$ cat src/include/rob_settings.svh
// Build-time sizing for the reorder buffer and architectural state
// Depth, result width and register count

`ifndef ROB_SETTINGS_SVH
`define ROB_SETTINGS_SVH

// ---------------------------------------------------------------------------
// Reorder buffer sizing
// ---------------------------------------------------------------------------

// Entries in flight, must be a power of two
`define ROB_DEPTH 4

// Result word width
`define ROB_DATA_BITS 32

// Architectural registers visible to commit
`define ROB_ARCH_REGS 16

`endif
$ cat src/rob_pkg.sv
// Shared types for the writeback and commit path
// Tag, register and data types, entry state, message structs

`include "rob_settings.svh"

package rob_pkg;

  // -------------------------------------------------------------------------
  // Derived sizes
  // -------------------------------------------------------------------------

  // Entry count and index width
  localparam int ROB_ENTRIES = `ROB_DEPTH;
  localparam int ROB_TAG_BITS = $clog2(`ROB_DEPTH);

  // Occupancy counter must reach ROB_ENTRIES itself
  localparam int ROB_CNT_BITS = $clog2(`ROB_DEPTH + 1);

  // Register file size and index width
  localparam int ARCH_REG_COUNT = `ROB_ARCH_REGS;
  localparam int ARCH_REG_BITS = $clog2(`ROB_ARCH_REGS);

  // -------------------------------------------------------------------------
  // Scalar types
  // -------------------------------------------------------------------------

  typedef logic [ROB_TAG_BITS-1:0] rob_tag_t;
  typedef logic [ARCH_REG_BITS-1:0] arch_reg_t;
  typedef logic [`ROB_DATA_BITS-1:0] rob_data_t;

  // Per-entry lifecycle
  typedef enum logic [1:0] {
    ENTRY_FREE,
    ENTRY_ISSUED,
    ENTRY_DONE
  } rob_state_e;

  // -------------------------------------------------------------------------
  // Messages
  // -------------------------------------------------------------------------

  // Result from an execution unit, addressed by tag
  typedef struct packed {
    rob_tag_t  tag;
    rob_data_t data;
  } wb_msg_t;

  // Retiring instruction, head of ROB and commit announcement
  typedef struct packed {
    rob_tag_t  tag;
    arch_reg_t dest;
    rob_data_t data;
  } commit_msg_t;

endpackage

$ cat src/writeback_commit.sv
// Writeback and commit top level
// ROB feeding the architectural state

`timescale 1ns/1ns

module writeback_commit (
  input  logic                 clk,
  input  logic                 arst_n,

  // Dispatch side
  input  logic                 alloc_en,
  input  rob_pkg::arch_reg_t   alloc_dest,
  output logic                 alloc_rdy,
  output rob_pkg::rob_tag_t    alloc_tag,

  // Execution results
  input  logic                 wb_en,
  input  rob_pkg::wb_msg_t     wb_msg,

  // Retirement control and announcement
  input  logic                 commit_en,
  output logic                 commit_valid,
  output rob_pkg::commit_msg_t commit_msg,

  // Register read port
  input  rob_pkg::arch_reg_t   rd_addr,
  output rob_pkg::rob_data_t   rd_data
);

  // ROB head toward the architectural state
  logic                 deq_en;
  logic                 deq_rdy;
  rob_pkg::commit_msg_t deq_msg;

  // -------------------------------------------------------------------------
  // Reorder buffer
  // -------------------------------------------------------------------------

  rob_buffer u_rob (
    .clk        (clk),
    .arst_n     (arst_n),
    .alloc_en   (alloc_en),
    .alloc_dest (alloc_dest),
    .alloc_rdy  (alloc_rdy),
    .alloc_tag  (alloc_tag),
    .wb_en      (wb_en),
    .wb_msg     (wb_msg),
    .deq_en     (deq_en),
    .deq_rdy    (deq_rdy),
    .deq_msg    (deq_msg)
  );

  // -------------------------------------------------------------------------
  // Architectural state
  // -------------------------------------------------------------------------

  arch_state u_arch (
    .clk          (clk),
    .arst_n       (arst_n),
    .commit_en    (commit_en),
    .deq_rdy      (deq_rdy),
    .deq_msg      (deq_msg),
    .deq_en       (deq_en),
    .rd_addr      (rd_addr),
    .rd_data      (rd_data),
    .commit_valid (commit_valid),
    .commit_msg   (commit_msg)
  );

endmodule

$ cat src/arch_state.sv
// Architectural state
// Commit control, register file with one read port, commit announcement

`timescale 1ns/1ns

module arch_state (
  input  logic                 clk,
  input  logic                 arst_n,

  // External permission to retire
  input  logic                 commit_en,

  // Head of the ROB
  input  logic                 deq_rdy,
  input  rob_pkg::commit_msg_t deq_msg,
  output logic                 deq_en,

  // Read port for outside consumers
  input  rob_pkg::arch_reg_t   rd_addr,
  output rob_pkg::rob_data_t   rd_data,

  // One-cycle retirement announcement
  output logic                 commit_valid,
  output rob_pkg::commit_msg_t commit_msg
);

  // -------------------------------------------------------------------------
  // Retirement decision
  // -------------------------------------------------------------------------

  // Head retires when its result is present and commit is allowed
  assign deq_en = deq_rdy && commit_en;

  // -------------------------------------------------------------------------
  // Register file
  // -------------------------------------------------------------------------

  rob_pkg::rob_data_t regs_q [rob_pkg::ARCH_REG_COUNT];

  // Architectural values start at zero
  always_ff @(posedge clk or negedge arst_n) begin
    if (!arst_n) begin
      for (int i = 0; i < rob_pkg::ARCH_REG_COUNT; i++) begin
        regs_q[i] <= '0;
      end
    end else if (deq_en) begin
      regs_q[deq_msg.dest] <= deq_msg.data;
    end
  end

  // Combinational read, new value seen the cycle after commit
  assign rd_data = regs_q[rd_addr];

  // -------------------------------------------------------------------------
  // Commit announcement
  // -------------------------------------------------------------------------

  // Valid pulses for exactly the cycle after each commit edge
  always_ff @(posedge clk or negedge arst_n) begin
    if (!arst_n) begin
      commit_valid <= 1'b0;
    end else begin
      commit_valid <= deq_en;
    end
  end

  // Message held until the next retirement
  always_ff @(posedge clk) begin
    if (deq_en) begin
      commit_msg <= deq_msg;
    end
  end

endmodule

$ cat src/rob_buffer.sv
// Reorder buffer
// In-order tag allocation, indexed writeback insert, in-order head dequeue

`timescale 1ns/1ns

module rob_buffer (
  input  logic                 clk,
  input  logic                 arst_n,

  // Allocation from dispatch
  input  logic                 alloc_en,
  input  rob_pkg::arch_reg_t   alloc_dest,
  output logic                 alloc_rdy,
  output rob_pkg::rob_tag_t    alloc_tag,

  // Writeback from execution units
  input  logic                 wb_en,
  input  rob_pkg::wb_msg_t     wb_msg,

  // Head dequeue toward commit
  input  logic                 deq_en,
  output logic                 deq_rdy,
  output rob_pkg::commit_msg_t deq_msg
);

  // -------------------------------------------------------------------------
  // Storage and pointers
  // -------------------------------------------------------------------------

  // Entry lifecycle, cleared on reset
  rob_pkg::rob_state_e state_q [rob_pkg::ROB_ENTRIES];

  // Payload per entry, written on allocate and writeback
  rob_pkg::arch_reg_t dest_q [rob_pkg::ROB_ENTRIES];
  rob_pkg::rob_data_t data_q [rob_pkg::ROB_ENTRIES];

  // Oldest entry and next free slot
  rob_pkg::rob_tag_t head_q;
  rob_pkg::rob_tag_t tail_q;

  // Occupancy, decides full and empty
  logic [rob_pkg::ROB_CNT_BITS-1:0] count_q;

  logic full;
  logic empty;
  logic alloc_fire;
  logic deq_fire;

  // -------------------------------------------------------------------------
  // Status and handshake levels
  // -------------------------------------------------------------------------

  assign full  = (count_q == rob_pkg::ROB_CNT_BITS'(rob_pkg::ROB_ENTRIES));
  assign empty = (count_q == '0);

  // Dispatch may allocate whenever a slot is free
  assign alloc_rdy = !full;
  assign alloc_tag = tail_q;

  // Head can retire only once its result has arrived
  assign deq_rdy = !empty && (state_q[head_q] == rob_pkg::ENTRY_DONE);

  // Head entry presented as a commit message
  assign deq_msg.tag  = head_q;
  assign deq_msg.dest = dest_q[head_q];
  assign deq_msg.data = data_q[head_q];

  // Accepted transfers this cycle
  assign alloc_fire = alloc_en && alloc_rdy;
  assign deq_fire   = deq_en && deq_rdy;

  // -------------------------------------------------------------------------
  // Entry state
  // -------------------------------------------------------------------------

  // Head, tail and writeback slots never coincide in a legal cycle:
  // head is DONE, writeback targets ISSUED, tail is FREE
  always_ff @(posedge clk or negedge arst_n) begin
    if (!arst_n) begin
      for (int i = 0; i < rob_pkg::ROB_ENTRIES; i++) begin
        state_q[i] <= rob_pkg::ENTRY_FREE;
      end
    end else begin
      for (int i = 0; i < rob_pkg::ROB_ENTRIES; i++) begin
        if (deq_fire && (head_q == rob_pkg::rob_tag_t'(i))) begin
          // Retired, slot returns to the pool
          state_q[i] <= rob_pkg::ENTRY_FREE;
        end else if (wb_en && (wb_msg.tag == rob_pkg::rob_tag_t'(i))) begin
          // Result arrived out of order
          state_q[i] <= rob_pkg::ENTRY_DONE;
        end else if (alloc_fire && (tail_q == rob_pkg::rob_tag_t'(i))) begin
          state_q[i] <= rob_pkg::ENTRY_ISSUED;
        end
      end
    end
  end

  // -------------------------------------------------------------------------
  // Payload
  // -------------------------------------------------------------------------

  // Destination captured at dispatch
  always_ff @(posedge clk) begin
    if (alloc_fire) begin
      dest_q[tail_q] <= alloc_dest;
    end
  end

  // Result captured at its own tag
  always_ff @(posedge clk) begin
    if (wb_en) begin
      data_q[wb_msg.tag] <= wb_msg.data;
    end
  end

  // -------------------------------------------------------------------------
  // Pointers and occupancy
  // -------------------------------------------------------------------------

  // Pointer width equals log2 depth, so increment wraps by itself
  always_ff @(posedge clk or negedge arst_n) begin
    if (!arst_n) begin
      head_q <= '0;
      tail_q <= '0;
    end else begin
      if (alloc_fire) begin
        tail_q <= tail_q + 1'b1;
      end
      if (deq_fire) begin
        head_q <= head_q + 1'b1;
      end
    end
  end

  // Simultaneous allocate and retire leaves the count unchanged
  always_ff @(posedge clk or negedge arst_n) begin
    if (!arst_n) begin
      count_q <= '0;
    end else begin
      case ({alloc_fire, deq_fire})
        2'b10: count_q <= count_q + 1'b1;
        2'b01: count_q <= count_q - 1'b1;
        default: count_q <= count_q;
      endcase
    end
  end

endmodule

$ cat config.mk
export PLATFORM = sky130hd
export DESIGN_NAME = writeback_commit
export DESIGN_NICKNAME = d
export VERILOG_FILES = /design/src/rob_pkg.sv /design/src/writeback_commit.sv /design/src/arch_state.sv /design/src/rob_buffer.sv
export VERILOG_INCLUDE_DIRS = /design/src /design/src/include
export SDC_FILE = /design/constraint.sdc
export NUM_CORES = 1
export LEC_CHECK = 0
export ABC_AREA = 1
export BUFFER_PORTS_ARGS = -buffer_cell sky130_fd_sc_hd__buf_2
export CORE_MARGIN = 1
export CORE_UTILIZATION = 45
export CTS_CLUSTER_DIAMETER = 120
export CTS_CLUSTER_SIZE = 28
export DETAILED_ROUTE_END_ITERATION = 7
export HOLD_SLACK_MARGIN = 0.15
export PLACE_DENSITY = 0.61
export SLEW_MARGIN = 20
export SYNTH_ARGS = -nofsm -noshare
export SYNTH_HDL_FRONTEND = slang
export SYNTH_SLANG_ARGS = --single-unit
$ cat constraint.sdc
create_clock -name clk -period 2.75 [get_ports clk]
set_input_delay 0.55 -clock clk [delete_from_list [all_inputs] [get_ports clk]]
set_output_delay 0.55 -clock clk [all_outputs]
set_load 0.05 [all_outputs]
==> run metrics <==
Post-synth ARST share 74.4%; sequential power share 43.3%; top cells by area, synth dfrtp_1 39%, edfxtp_1 16%, nand2_1 14%; violated checks DRC; # rows 99; Static Leak 17.7 nW; slowest stage delay, CP 0.36 ns; clk_skew 0.0236 ns; clock root buffer clkbuf_16; Post-synth EDFFs 182; Synth Instances 3,906; chip width 275 um; register area 18,700 sq um; Slew Limit Headroom 52.3%; Layout area overhead 9.39%; vias in the first global route 25,547; most common cell in the netlist nand2_1; Seq cells post-synth 710; Worst Hold Class in2reg; Reg2Reg Launch Point u_rob.head_q[0]$_DFFE_PN0P_; Yosys cell types 29; post-DR vias/cell 5.50; Clk pwr share 14.1%; H-tree depth 1; R2R Path End u_arch.regs_q[409]$_DFFE_PN0P_; slowest stage cell on the critical path clkbuf_8; WL/cell 20.7 um; DRT iter0 DRCs 2,838; endpoints failing setup 0; ANT nets after route 0; layout cells sized above 1 10.2%; WP depth 7; period utilisation layout 93.2%; CP startpoint kind primary input; pwr dens 1030 nW/um^2; CP arrival 2.01 ns; WP data required 2.20 ns; Worst VDD drop 0.818 mV; remaining routing DRC violations 9; Worst setup startpoint rd_addr[1]; placer congestion estimate 0.836; core area 73,300 sq um; global route overflow 0; largest net degree at the start of global routing 116; Worst Setup End Kind output pin; top post-synthesis cells by count 1,242 x nand2_1, 719 x nand3_1, 528 x dfrtp_1; TritonCTS clock tree built; clk buf depth 3; via count 27,007; outcome finished, violations left; Routed WL 102,000 um; Slew Limit Fails 0; Nets 3,996; Setup crit end rd_data[28]; Num Clock Sinks 710; worst path cell trace clkbuf_8 > buf_4 > o211ai_1 > nand3_1 > nand3_1 > nand2_1 > buf_2; first-pass iteration count of the detailed router 7; Mapped Nets 3,963; die area 75,700 sq um; final hold viol count 0; clock-pin slew on the worst setup and hold paths 0.11 ns; Global Route Usage Sum 27.1%; # fillers 7,050; fin crit period 2.56 ns; switching power 17.0 mW; share of the synthesized area in the top cell type 39.4%; Multi-input gate area 12,200 sq um; Comb power frac 42.5%; max frequency 0.390 GHz; num ports 121; Reg2Reg Setup Slack 0.32 ns; Num CTS Buffers 29; Internal Power 20.8 mW; max cap viols 0; antenna violations before repair 1; post-layout util 50.1%; crit path max fanout 39; ANT cells 0; Worst-Margin Slew 0.716 ns; Initial Util 45.8%; Sw Share 44.9%; first-pass GRT wire length 158,000 um; Yosys warning count 0; HPWL after DPL 61,400 um; die height 275 um; ys flop type dfrtp_1; Mean Syn Cell Area 8.59 sq um; Mapped Area 33,600 sq um; most frequent cell on the critical path nand3_1; WS Path Type in2out; RSZ-0062 raised after global routing false; setup_tns 0 ns; critical path's top delay family buffers and inverters; Worst-Skew Late Latency 0.64 ns; Seq/Total Area, Yosys 55.7%; R2R depth 11; leading area contributor after synthesis dfrtp_1; Worst Path Buf+Inv 3; port bufs 120
[worst min path at each step]
stage | start | to | slack, ns | cells after the start
6_report | alloc_en | u_rob.alloc_tag[0]$_DFFE_PN0P_ | 0.26 | 3
4_1_cts | alloc_en | u_rob.alloc_tag[0]$_DFFE_PN0P_ | 0.24 | 3
3_5_place_dp | u_arch.regs_q[371]$_DFFE_PN0P_ | u_arch.regs_q[371]$_DFFE_PN0P_ | 0.45 | 2
2_1_floorplan | arst_n | u_arch.commit_valid$_DFF_PN0_ | 0.25 | 0
3_3_place_gp | u_arch.regs_q[110]$_DFFE_PN0P_ | u_arch.regs_q[110]$_DFFE_PN0P_ | 0.45 | 2
5_1_grt | alloc_en | u_rob.alloc_tag[0]$_DFFE_PN0P_ | 0.26 | 3
[area by class of cell]
| type | instances | share of cell area, % |
|---|---|---|
| Multi-Input combinational cell | 2591 | 33.2 |
| Inverter | 288 | 2.95 |
| Tap cell | 959 | 3.27 |
| Clock inverter | 3 | 0.0648 |
| Sequential cell | 710 | 50.9 |
| Clock buffer | 42 | 2.11 |
| Timing Repair Buffer | 319 | 7.49 |
[power by group through the flow]
stage	logic [mW]	clock network [mW]	registers [mW]
floorplan	10.3	0	16.9
global placement	15.8	0	16.5
detailed placement	16.0	0	16.5
CTS	16.0	5.49	16.3
global route	17.6	5.80	16.8
finish	16.1	5.35	16.4
[layout by cell type, fill, tap and decap left out, drive strengths merged, types with 3 or more instances in the layout]
master and instances:
nand3 719, dfrtp 528, o22ai 32, nand2 1260, edfxtp 182, inv 290, dlygate4sd3 37, clkbuf 43
a21oi 133, buf 281, xor2 3, ha 9, o211ai 128, nor2 99, o21ai 197, nor3 4
o21bai 4
[flip-flops by register name, summed over array words and instances (netlist names)]
| signal | flops |
|---|---|
| u_rob.head_q | 2 |
| u_rob.alloc_tag | 2 |
| u_rob.data_q | 128 |
| u_arch.commit_msg | 38 |
| u_arch.commit_valid | 1 |
| u_rob.dest_q | 16 |
| u_rob.count_q | 3 |
| u_rob.state_q | 8 |
| u_arch.regs_q | 512 |
[logic make-up after synthesis]
family / share of synthesized area (%)
AO/OA/AOI/OAI: 9.09
XOR/XNOR: 0.104
adder cells (fa/ha/maj): 0.395
buffers and inverters: 8.24
flip-flops: 55.7
AND/OR/NAND/NOR: 26.5
[what timing repair did]
item                                    CTS  global route
hold endpoints to repair                173             0
endpoints found under the setup margin    0             0
buffers inserted                          0             0
hold buffers                             37             0
gates resized for setup                   0             0
[worst min-delay path: stages]
cell and delay [ns]:
buf_2 0.10, nand2_1 0.13, xor2_1 0.08
[metal layers]
layer	routed length, um	vias up	GRT usage, %
li1	-	12829	-
met1	46000	13196	39.9
met2	47300	873	43.6
met3	6360	109	2.41
met4	2130	0	5.48
met5	0	-	0
[through the flow]
stage / worst slack [ns] / power, mW / instances / area, sq um / hold WS (ns)
floorplan: -0.661 / 27.2 / 3906 / 33600 / 0.254
global placement: 0.224 / 32.3 / 4830 / 35500 / 0.448
detailed placement: 0.209 / 32.5 / 4830 / 35500 / 0.453
CTS: 0.212 / 37.8 / 4912 / 36700 / 0.239
global route: 0.128 / 40.2 / 4912 / 36700 / 0.258
finish: 0.188 / 37.8 / 4912 / 36700 / 0.259
Power figures use the tool's default switching activity.
